--- src/verilog/bus_pkg.sv ---
`default_nettype none

package bus_pkg;

	typedef logic [7:0] addr_t;
	typedef logic [31:0] data_t;
	typedef logic [1:0] resp_t;

	localparam resp_t RESP_OKAY = 2'd0;
	localparam resp_t RESP_SLVERR = 2'd2;

	// AXI4-Lite write channels, master to slave.
	typedef struct packed {
		logic awvalid;
		addr_t awaddr;
		logic wvalid;
		data_t wdata;
		logic bready;
	} lite_wr_req_t;

	typedef struct packed {
		logic awready;
		logic wready;
		logic bvalid;
		resp_t bresp;
	} lite_wr_rsp_t;

	// AXI4-Lite read channels.
	typedef struct packed {
		logic arvalid;
		addr_t araddr;
		logic rready;
	} lite_rd_req_t;

	typedef struct packed {
		logic arready;
		logic rvalid;
		data_t rdata;
		resp_t rresp;
	} lite_rd_rsp_t;

endpackage

`default_nettype wire

--- src/verilog/dsp_types_pkg.sv ---
`default_nettype none

package dsp_types_pkg;

	// Signal path widths.
	typedef logic signed [18:0] sample_t;
	typedef logic signed [6:0] coef_t;
	typedef logic signed [27:0] acc_t;

	// Per-core output, valid held until taken.
	typedef struct packed {
		logic valid;
		acc_t data;
	} result_t;

endpackage

`default_nettype wire

--- src/verilog/coef_regs.sv ---
`timescale 1ns/10ps
`default_nettype none

module coef_regs #(
	parameter int NUM_CORES = 4,
	parameter int TAPS = 4
) (
	input logic clk,
	input logic reset,
	input bus_pkg::lite_wr_req_t wr_req,
	output bus_pkg::lite_wr_rsp_t wr_rsp,
	output dsp_types_pkg::coef_t [NUM_CORES*TAPS-1:0] coefs
);

	localparam int NUM_COEFS = NUM_CORES * TAPS;
	localparam int COEF_W = $bits(dsp_types_pkg::coef_t);

	logic accept;
	logic addr_ok;
	logic bvalid;
	bus_pkg::resp_t bresp;

	// Address and data are taken on the same edge, one write in flight.
	assign accept = wr_req.awvalid && wr_req.wvalid && !bvalid;
	assign addr_ok = int'(wr_req.awaddr) < NUM_COEFS;

	always_comb begin
		wr_rsp.awready = accept;
		wr_rsp.wready = accept;
		wr_rsp.bvalid = bvalid;
		wr_rsp.bresp = bresp;
	end

	always_ff @(posedge clk) begin
		if (reset) begin
			bvalid <= 1'b0;
		end else if (accept) begin
			bvalid <= 1'b1;
		end else if (wr_req.bready) begin
			bvalid <= 1'b0; // Response taken.
		end
	end

	always_ff @(posedge clk) begin
		if (accept) begin
			bresp <= addr_ok ? bus_pkg::RESP_OKAY : bus_pkg::RESP_SLVERR;
		end
	end

	// Word address is core * TAPS + tap; out of range matches no slot.
	always_ff @(posedge clk) begin
		for (int i = 0; i < NUM_COEFS; i++) begin
			if (reset) begin
				coefs[i] <= '0;
			end else if (accept && int'(wr_req.awaddr) == i) begin
				coefs[i] <= dsp_types_pkg::coef_t'(wr_req.wdata[COEF_W-1:0]);
			end
		end
	end

endmodule

`default_nettype wire

--- src/verilog/dsp_multicore.sv ---
`timescale 1ns/10ps
`default_nettype none

module dsp_multicore #(
	parameter int NUM_CORES = 4,
	parameter int TAPS = 4
) (
	input logic clk,
	input logic reset,
	input logic in_valid,
	input dsp_types_pkg::sample_t in_data,
	output logic in_ready,
	input bus_pkg::lite_wr_req_t host_wr_req,
	output bus_pkg::lite_wr_rsp_t host_wr_rsp,
	output dsp_types_pkg::result_t [NUM_CORES-1:0] results,
	input logic [NUM_CORES-1:0] result_ready
);

	dsp_types_pkg::coef_t [NUM_CORES*TAPS-1:0] coefs;
	bus_pkg::lite_rd_req_t [NUM_CORES-1:0] core_req;
	bus_pkg::lite_rd_rsp_t [NUM_CORES-1:0] core_rsp;
	bus_pkg::lite_rd_req_t ring_req;
	bus_pkg::lite_rd_rsp_t ring_rsp;
	logic [NUM_CORES-1:0] busy;
	logic all_idle;
	logic start;

	assign all_idle = ~|busy; // Every result taken.

	coef_regs #(
		.NUM_CORES(NUM_CORES),
		.TAPS(TAPS)
	) coef_regs_inst (
		.clk(clk),
		.reset(reset),
		.wr_req(host_wr_req),
		.wr_rsp(host_wr_rsp),
		.coefs(coefs)
	);

	sample_ring #(
		.TAPS(TAPS)
	) sample_ring_inst (
		.clk(clk),
		.reset(reset),
		.in_valid(in_valid),
		.in_data(in_data),
		.in_ready(in_ready),
		.all_idle(all_idle),
		.start(start),
		.rd_req(ring_req),
		.rd_rsp(ring_rsp)
	);

	read_arbiter #(
		.NUM_CORES(NUM_CORES),
		.TAPS(TAPS)
	) read_arbiter_inst (
		.clk(clk),
		.reset(reset),
		.core_req(core_req),
		.core_rsp(core_rsp),
		.ring_req(ring_req),
		.ring_rsp(ring_rsp)
	);

	for (genvar c = 0; c < NUM_CORES; c++) begin : g_core
		fir_core #(
			.TAPS(TAPS)
		) fir_core_inst (
			.clk(clk),
			.reset(reset),
			.start(start),
			.coefs(coefs[c*TAPS +: TAPS]),
			.rd_req(core_req[c]),
			.rd_rsp(core_rsp[c]),
			.result(results[c]),
			.result_ready(result_ready[c]),
			.busy(busy[c])
		);
	end

endmodule

`default_nettype wire

--- src/verilog/fir_core.sv ---
`timescale 1ns/10ps
`default_nettype none

module fir_core #(
	parameter int TAPS = 4
) (
	input logic clk,
	input logic reset,
	input logic start,
	input dsp_types_pkg::coef_t [TAPS-1:0] coefs,
	output bus_pkg::lite_rd_req_t rd_req,
	input bus_pkg::lite_rd_rsp_t rd_rsp,
	output dsp_types_pkg::result_t result,
	input logic result_ready,
	output logic busy
);

	localparam int K_W = (TAPS > 1) ? $clog2(TAPS) : 1;
	localparam int SMP_W = $bits(dsp_types_pkg::sample_t);

	typedef enum logic [1:0] {
		IDLE,
		ADDR,
		DATA,
		HOLD
	} state_t;

	state_t state;
	logic [K_W-1:0] tap;
	logic last_tap;
	dsp_types_pkg::coef_t [TAPS-1:0] coef_q; // Set in use for this sample.
	dsp_types_pkg::sample_t sample;
	dsp_types_pkg::acc_t product;
	dsp_types_pkg::acc_t acc;

	assign sample = dsp_types_pkg::sample_t'(rd_rsp.rdata[SMP_W-1:0]);
	assign last_tap = int'(tap) == TAPS - 1;

	// A failed read contributes nothing.
	always_comb begin
		if (rd_rsp.rresp == bus_pkg::RESP_OKAY) begin
			product = dsp_types_pkg::acc_t'(coef_q[tap]) * dsp_types_pkg::acc_t'(sample);
		end else begin
			product = '0;
		end
	end

	always_ff @(posedge clk) begin
		if (reset) begin
			state <= IDLE;
			tap <= '0;
		end else begin
			case (state)
				IDLE: begin
					if (start) begin
						state <= ADDR;
						tap <= '0;
					end
				end
				ADDR: begin
					if (rd_rsp.arready) begin
						state <= DATA;
					end
				end
				DATA: begin
					if (rd_rsp.rvalid) begin
						if (last_tap) begin
							state <= HOLD;
						end else begin
							state <= ADDR;
							tap <= tap + 1'b1;
						end
					end
				end
				HOLD: begin
					if (result_ready) begin
						state <= IDLE;
					end
				end
				default: state <= IDLE;
			endcase
		end
	end

	always_ff @(posedge clk) begin
		if (state == IDLE && start) begin
			coef_q <= coefs;
			acc <= '0;
		end else if (state == DATA && rd_rsp.rvalid) begin
			acc <= acc + product;
		end
	end

	always_comb begin
		rd_req.arvalid = state == ADDR;
		rd_req.araddr = bus_pkg::addr_t'(tap); // Tap k, the sample k steps back.
		rd_req.rready = state == DATA;
	end

	assign result.valid = state == HOLD;
	assign result.data = acc;
	assign busy = state != IDLE;

endmodule

`default_nettype wire

--- src/verilog/read_arbiter.sv ---
`timescale 1ns/10ps
`default_nettype none

module read_arbiter #(
	parameter int NUM_CORES = 4,
	parameter int TAPS = 4
) (
	input logic clk,
	input logic reset,
	input bus_pkg::lite_rd_req_t [NUM_CORES-1:0] core_req,
	output bus_pkg::lite_rd_rsp_t [NUM_CORES-1:0] core_rsp,
	output bus_pkg::lite_rd_req_t ring_req,
	input bus_pkg::lite_rd_rsp_t ring_rsp
);

	localparam int IDX_W = (NUM_CORES > 1) ? $clog2(NUM_CORES) : 1;

	logic [IDX_W-1:0] rr_ptr; // First core to look at.
	logic [IDX_W-1:0] pick;
	logic [IDX_W-1:0] grant;
	logic [IDX_W-1:0] cur;
	logic pick_valid;
	logic locked; // Grant held until the r handshake.
	logic err_q; // Read decoded here, not sent to the ring.
	logic in_range;
	logic ar_ok;
	logic ar_fire;
	logic resp_valid;
	logic r_fire;

	always_comb begin
		int c;
		c = 0;
		pick = rr_ptr;
		pick_valid = 1'b0;
		for (int i = 0; i < NUM_CORES; i++) begin
			c = int'(rr_ptr) + i;
			if (c >= NUM_CORES) begin
				c = c - NUM_CORES;
			end
			if (!pick_valid && core_req[c].arvalid) begin
				pick_valid = 1'b1;
				pick = IDX_W'(c);
			end
		end
	end

	assign cur = locked ? grant : pick;
	assign in_range = int'(core_req[cur].araddr) < TAPS;
	assign ar_ok = in_range ? ring_rsp.arready : 1'b1;
	assign ar_fire = !locked && pick_valid && ar_ok;
	assign resp_valid = err_q ? 1'b1 : ring_rsp.rvalid;
	assign r_fire = locked && resp_valid && core_req[grant].rready;

	always_comb begin
		ring_req.arvalid = !locked && pick_valid && in_range;
		ring_req.araddr = core_req[cur].araddr;
		ring_req.rready = locked && !err_q && core_req[grant].rready;
	end

	// Only the selected core sees the slave's side of the handshake.
	always_comb begin
		for (int i = 0; i < NUM_CORES; i++) begin
			core_rsp[i] = '0;
		end
		core_rsp[cur].arready = !locked && pick_valid && ar_ok;
		core_rsp[cur].rvalid = locked && resp_valid;
		core_rsp[cur].rdata = err_q ? '0 : ring_rsp.rdata;
		core_rsp[cur].rresp = err_q ? bus_pkg::RESP_SLVERR : ring_rsp.rresp;
	end

	always_ff @(posedge clk) begin
		if (reset) begin
			locked <= 1'b0;
			grant <= '0;
			rr_ptr <= '0;
			err_q <= 1'b0;
		end else if (ar_fire) begin
			locked <= 1'b1;
			grant <= pick;
			err_q <= !in_range;
			rr_ptr <= (int'(pick) == NUM_CORES - 1) ? '0 : pick + 1'b1;
		end else if (r_fire) begin
			locked <= 1'b0;
			err_q <= 1'b0;
		end
	end

endmodule

`default_nettype wire

--- src/verilog/sample_ring.sv ---
`timescale 1ns/10ps
`default_nettype none

module sample_ring #(
	parameter int TAPS = 4
) (
	input logic clk,
	input logic reset,
	input logic in_valid,
	input dsp_types_pkg::sample_t in_data,
	output logic in_ready,
	input logic all_idle,
	output logic start,
	input bus_pkg::lite_rd_req_t rd_req,
	output bus_pkg::lite_rd_rsp_t rd_rsp
);

	localparam int PTR_W = (TAPS > 1) ? $clog2(TAPS) : 1;
	localparam int SMP_W = $bits(dsp_types_pkg::sample_t);
	localparam int EXT_W = $bits(bus_pkg::data_t) - SMP_W;

	dsp_types_pkg::sample_t ring [TAPS];
	dsp_types_pkg::sample_t tap_smp;
	logic [PTR_W-1:0] head; // Next slot to write.
	logic [PTR_W-1:0] slot;
	logic accept;
	logic ar_fire;
	logic tap_ok;
	logic rvalid;
	bus_pkg::data_t rdata;
	bus_pkg::resp_t rresp;

	// Slot of the sample k steps before the newest one.
	function automatic logic [PTR_W-1:0] tap_slot(
		input logic [PTR_W-1:0] hd,
		input bus_pkg::addr_t k
	);
		int s;
		s = int'(hd) - 1 - int'(k);
		if (s < 0) begin
			s = s + TAPS;
		end
		return PTR_W'(s);
	endfunction

	assign in_ready = all_idle && !start; // Blocked until cores go busy.
	assign accept = in_valid && in_ready;

	always_ff @(posedge clk) begin
		if (reset) begin
			head <= '0;
			start <= 1'b0;
			for (int i = 0; i < TAPS; i++) begin
				ring[i] <= '0;
			end
		end else begin
			start <= accept;
			if (accept) begin
				ring[head] <= in_data;
				head <= (int'(head) == TAPS - 1) ? '0 : head + 1'b1;
			end
		end
	end

	assign tap_ok = int'(rd_req.araddr) < TAPS;
	assign slot = tap_slot(head, rd_req.araddr);
	assign tap_smp = ring[slot];
	assign ar_fire = rd_req.arvalid && !rvalid;

	always_ff @(posedge clk) begin
		if (reset) begin
			rvalid <= 1'b0;
		end else if (ar_fire) begin
			rvalid <= 1'b1;
		end else if (rd_req.rready) begin
			rvalid <= 1'b0;
		end
	end

	always_ff @(posedge clk) begin
		if (ar_fire) begin
			rdata <= tap_ok ? {{EXT_W{tap_smp[SMP_W-1]}}, tap_smp} : '0; // Sign extend.
			rresp <= tap_ok ? bus_pkg::RESP_OKAY : bus_pkg::RESP_SLVERR;
		end
	end

	always_comb begin
		rd_rsp.arready = !rvalid;
		rd_rsp.rvalid = rvalid;
		rd_rsp.rdata = rdata;
		rd_rsp.rresp = rresp;
	end

endmodule

`default_nettype wire
--- config.mk ---
export PLATFORM = sky130hd
export DESIGN_NAME = dsp_multicore
export DESIGN_NICKNAME = d
export VERILOG_FILES = /design/src/verilog/bus_pkg.sv /design/src/verilog/dsp_types_pkg.sv /design/src/verilog/coef_regs.sv /design/src/verilog/dsp_multicore.sv /design/src/verilog/fir_core.sv /design/src/verilog/read_arbiter.sv /design/src/verilog/sample_ring.sv
export SDC_FILE = /design/constraint.sdc
export NUM_CORES = 2
export LEC_CHECK = 0
export BUFFER_PORTS_ARGS = -buffer_cell sky130_fd_sc_hd__buf_2
export CAP_MARGIN = 15
export CELL_PAD_IN_SITES_DETAIL_PLACEMENT = 0
export CELL_PAD_IN_SITES_GLOBAL_PLACEMENT = 1
export CORE_MARGIN = 1.5
export CORE_UTILIZATION = 50
export CTS_BUF_LIST = sky130_fd_sc_hd__clkbuf_4
export DETAILED_ROUTE_END_ITERATION = 10
export PLACE_DENSITY_LB_ADDON = 0.05
export SLEW_MARGIN = 20
export SYNTH_ARGS = -nofsm -noshare
export SYNTH_HDL_FRONTEND = slang
export SYNTH_SLANG_ARGS = --single-unit
--- constraint.sdc ---
create_clock -name clk -period 22.7 [get_ports clk]
set_clock_uncertainty 0.2 [all_clocks]
set_input_delay 4.54 -clock clk [delete_from_list [all_inputs] [get_ports clk]]
set_output_delay 4.54 -clock clk [all_outputs]
set_load 0.03 [all_outputs]
* After elaboration in Yosys (flattened, before gate mapping)
Memories as Yosys holds them, arrays and structs flattened. A register that Yosys moved wholly into a read port is not among the register bits. Cells that the tools add are included.
Word-level totals: register bits 367, bits in writable memories 76, output and inout bits 122, logic and storage cells 342, memories kept 1
Memories:
- sample_ring_inst.ring | depth 4, width 19, read ports 1, clocked after memory_dff 1, wr ports 4, line sample_ring.sv:22 | dsp_types_pkg::sample_t ring [TAPS];
Cells by class: $add $sub $neg 20, $mul 4, order comparisons 18, eq/ne operators 53, multiplexer cells 110, bitwise operators 1, reduce and logical (&&, ||, !) cells 81
Operators with widths (number):
- 144-bit bitwise mux | 3
- 36-bit demux with 2-bit select | 4
- 32-bit 2-to-1 mux | 5
- 144-bit AND | 1
- 32-bit by 4-bit < comparator with 1-bit output, second input constant | 4
- 10-bit binary-select mux with 2-bit select | 6
- 28-bit adder | 4
- 28-bit 2-to-1 mux | 4
- 7-bit by 19-bit multiplier with 26-bit output | 4
- 32-bit by 4-bit greater-or-equal comparator with 1-bit output, second input constant | 3
- 32-bit by 4-bit subtractor with 32-bit output, second input constant | 3
- 10-bit 2-to-1 mux | 8
- 2-bit 2-to-1 mux | 39
- 8-bit by 5-bit == test with 1-bit output, second input constant | 8
- 7-bit binary-select mux with 2-bit select | 4
- 1-bit logical AND | 40
- 36-bit 2-to-1 mux | 1
- 35-bit 2-to-1 mux | 1
- 34-bit 2-to-1 mux | 1
- 8-bit by 4-bit == test with 1-bit output, second input constant | 4
- 32-bit by 1-bit < comparator with 1-bit output, second input constant | 1
- 2-bit != test, second input constant | 16
- 2-bit case mux with 4 select lines | 4
- 4-bit AND reduction | 8
- other kinds (27) | 111

* Longest topological paths before layout
depth in word-level cells 28, depth in mapped cells 42, gate-level depth less buffers 39

* Modules after synthesis
From an unflattened synthesis, not the netlist that was laid out.
Unflattened totals: cells, all modules 4734, area total of the unflattened synthesis 44147.3 um^2
Modules (own cells, without submodules):
- fir_core at g_core[3].fir_core_inst | times used 1, cells each 956, area each 8466.9 um^2, seq. area each 1481.4 um^2
- fir_core at g_core[1].fir_core_inst | times used 1, cells each 945, area each 8346.8 um^2, seq. area each 1481.4 um^2
- fir_core at g_core[0].fir_core_inst | times used 1, cells each 937, area each 8271.7 um^2, seq. area each 1481.4 um^2
- fir_core at g_core[2].fir_core_inst | times used 1, cells each 932, area each 8227.9 um^2, seq. area each 1481.4 um^2
- coef_regs | times used 1, cells each 416, area each 4723.3 um^2, seq. area each 2292.2 um^2
- sample_ring | times used 1, cells each 269, area each 4504.3 um^2, seq. area each 2962.8 um^2
- read_arbiter | times used 1, cells each 278, area each 1594.0 um^2, seq. area each 120.1 um^2
- dsp_multicore | times used 1, cells each 1, area each 12.5 um^2, seq. area each 0.0 um^2

* Worst setup path after synthesis
Ideal clock, no wire load.
path type input to output, start input host_wr_req[42] (netlist name), end output host_wr_rsp[3] (netlist name), arrival time 5.170 ns, required time 17.960 ns, setup slack 12.790 ns, cell stages on the path 4, cells stage by stage nand2_1 > or2_2 > inv_1 > buf_4
Between the ends: longest elaborated chain between the ends 2
RTL lines:
- start: declaration | line dsp_multicore.sv:13 | input bus_pkg::lite_wr_req_t host_wr_req,
- 1-bit logical AND (2 in series) | line coef_regs.sv:24 | assign accept = wr_req.awvalid && wr_req.wvalid && !bvalid;
- end: declaration | line dsp_multicore.sv:14 | output bus_pkg::lite_wr_rsp_t host_wr_rsp,
Every way passes these cells.

==> impl_metrics.tcl <==
set metrics [dict create \
    outcome "complete, no violations" \
    initial_core_util_pct 50.4 \
    num_vias 30481 \
    port_buffers 164 \
    cap_violations 0 \
    whs_endpoint "g_core[1].fir_core_inst.coef_q[6]" \
    r2r_setup_slack_ns 12.79 \
    syn-cell-area_sq_mm 0.0413 \
    grt_usage_pct 24.9 \
    synthArstFlopShare_pct 0 \
    synth_cell_types 84 \
    fp-row-count 105 \
    worstRegToRegCells 37 \
    grt_max_degree 118 \
    h-tree-depth 4 \
    setup_viol 0 \
    cts_tree "built" \
    drt_iter0_drc 1727 \
    die_area_sq_mm 0.0843 \
    rsz0062_at_grt "false" \
    cts_root_buf "clkbuf_4" \
    ctsResizeCount 0 \
    maxSlewViolCount 0 \
    cts_made_buffers 130 \
    synth_area_per_cell_sq_um 9.50 \
    worst_hold_startpoint "coef_regs_inst.coefs[34]" \
    drive_gt1_share_pct 10.9 \
    fin_nets 5244 \
    tightest_slew_ns 1.10 \
    r2r-end "g_core[1].fir_core_inst.acc[27]" \
    syn_nets 5140 \
    antenna_found_initial 4 \
    clk_latency_ns 1.00 \
    die_w_um 290 \
    syn_to_final_growth_pct 8.09 \
    place_congestion 0.824 \
    hold_depth 0 \
    r2r-start "g_core[2].fir_core_inst.state[1]" \
    fmax_mhz 99.1 \
    vias_per_cell 5.42 \
    yosysSeqAreaShare_pct 27.3 \
    grt_pass1_wl_mm 167 \
    synth.area.top_cells "fa_1 19%, edfxtp_1 15%, dfxtp_1 12%, ha_1 9.9%, and3_1 5.6%" \
    period_needed_ns 10.09 \
    endpoint_kind "primary output" \
    ys_top_cells_by_count "579 x inv_1, 400 x fa_1, 368 x and3_1" \
    core_area_sq_mm 0.0818 \
    worstSetupPathType "in2out" \
    path_clk_slew_ns 0.07 \
    synth_cells 4345 \
    setup_tns_ns 0 \
    cts_hold_buf 0 \
    dpl_worst_slack_ns 12.61 \
    cts_setup_buffers 0 \
    clock_sinks 458 \
    boundaryPins 191 \
    routedWlPerCell_um 18.3 \
    cts_buffer_depth 3 \
    maxSlewHeadroom_pct 26.3 \
    yosys_warnings 0 \
    min_path_type "reg2reg" \
    drc_errors 0 \
    ys_ff_latch 458 \
    synth_ff_type "dfxtp_1" \
    grt_pass1_vias 30897 \
    cp_data_arrival_time_ns 5.35 \
    synth_edf_count 208 \
    whs_ns 0.190 \
    cp_max_fo 6 \
    yosysMostFrequentCell "inv_1" \
    hold_violations 0 \
    worstSetupStartpointType "input pin" \
    first_pass_iters 6 \
    netlist.area_leader.share_pct 19.4 \
    ant_nets 0 \
    required_ns 17.96 \
    synth_largest_area_cell "fa_1" \
    die-height_um 290 \
    finalWirelength_mm 103 \
    worst_slack_ns 12.61 \
    dp_hpwl_mm 72.2 \
    overflow 0 \
    fin_crit_sh_pct 44.4 \
]
-- worst max-delay path, stage by stage --
cell and delay, ns:
buf_2 0.07, nand2_1 0.04, or2_2 0.30, inv_1 0.16
buf_2 0.23
-- placed cells by master, fill, tap and decap left out, types with 8 or more instances in the layout --
cell type	count
o31ai_1	8
buf_2	163
ha_1	326
or2_2	8
mux4_2	36
fa_1	400
clkbuf_4	189
nor3_1	41
and2_1	101
a211oi_1	20
mux4_1	9
o21ai_1	8
nor2_1	272
mux2i_1	124
or3_1	10
a21oi_1	299
o21bai_1	34
inv_1	579
clkinv_1	17
nand4_1	13
nand2b_1	30
xnor2_1	163
diode_2	8
buf_4	46
a31oi_1	22
dfxtp_1	250
nand3_1	43
o21a_1	21
nand2_1	342
and3_1	368
a21o_1	97
xor2_1	37
o21ai_0	83
nor2b_1	28
edfxtp_1	208
-- flip-flops by register name, summed over array words and instances, names as in the netlist --
signal and flops:
read_arbiter_inst.rr_ptr 2, sample_ring_inst.head 2, g_core.fir_core_inst.tap 8, g_core.fir_core_inst.coef_q 112
sample_ring_inst.rvalid 1, read_arbiter_inst.grant 2, sample_ring_inst.ring 76, g_core.fir_core_inst.state 8
coef_regs_inst.bvalid 1, g_core.fir_core_inst.acc 112, read_arbiter_inst.locked 1, sample_ring_inst.start 1
coef_regs_inst.bresp 1, coef_regs_inst.coefs 112, sample_ring_inst.rdata 19
-- metrics by stage --
step,utilization (%),cells,cell area [sq um]
after CTS,54.5,5611,44600
final,54.5,5619,44600
after global placement,52.5,5387,42900
after global routing,54.5,5618,44600
after detailed placement,52.5,5387,42900
after floorplan,-,4345,41300
-- final cells by class --
| class | instances | area [sq um] |
|---|---|---|
| multi-input combinational | 3069 | 27000 |
| clock buffer | 189 | 1420 |
| tap | 1070 | 1340 |
| inverter | 581 | 2180 |
| sequential | 458 | 11300 |
| fill | 7588 | 37200 |
| antenna | 8 | 20.0 |
| timing repair buffer | 209 | 1160 |
| clock inverter | 35 | 224 |
-- cell families after synthesis --
family	synth area share, %
fa+ha+maj	29.3
other cells	0.00909
buf+inv	7.55
mux	5.65
xor+xnor	4.31
compound gates	10.1
simple gates	15.8
flops	27.3
-- worst max-delay path by stage --
| stage | end | cells after the start | start | slack, ns |
|---|---|---|---|---|
| 5_1_grt | g_core[1].fir_core_inst.acc[27] | 37 | g_core[0].fir_core_inst.state[1] | 11.95 |
| 4_1_cts | host_wr_rsp[4] | 5 | host_wr_req[42] | 12.61 |
| 3_5_place_dp | host_wr_rsp[4] | 5 | host_wr_req[42] | 12.61 |
| 2_1_floorplan | host_wr_rsp[3] | 4 | host_wr_req[42] | 12.79 |
| 6_report | host_wr_rsp[4] | 5 | host_wr_req[42] | 12.61 |
| 3_3_place_gp | host_wr_rsp[3] | 5 | host_wr_req[42] | 12.61 |
-- per-layer routing --
| metal | wire length (um) | track usage (%) | up-vias | share of wire (%) |
|---|---|---|---|---|
| li1 | - | - | 14886 | - |
| met1 | 48900 | 34.8 | 14729 | 47 |
| met2 | 46000 | 39.3 | 719 | 45 |
| met3 | 5850 | 4.67 | 145 | 5.7 |
| met4 | 2120 | 7.63 | 2 | 2.1 |
| met5 | 20 | 0 | - | 0.019 |
Power is not shown: default switching activity piles up to over one toggle a cycle in this logic, so the estimate is an artifact.
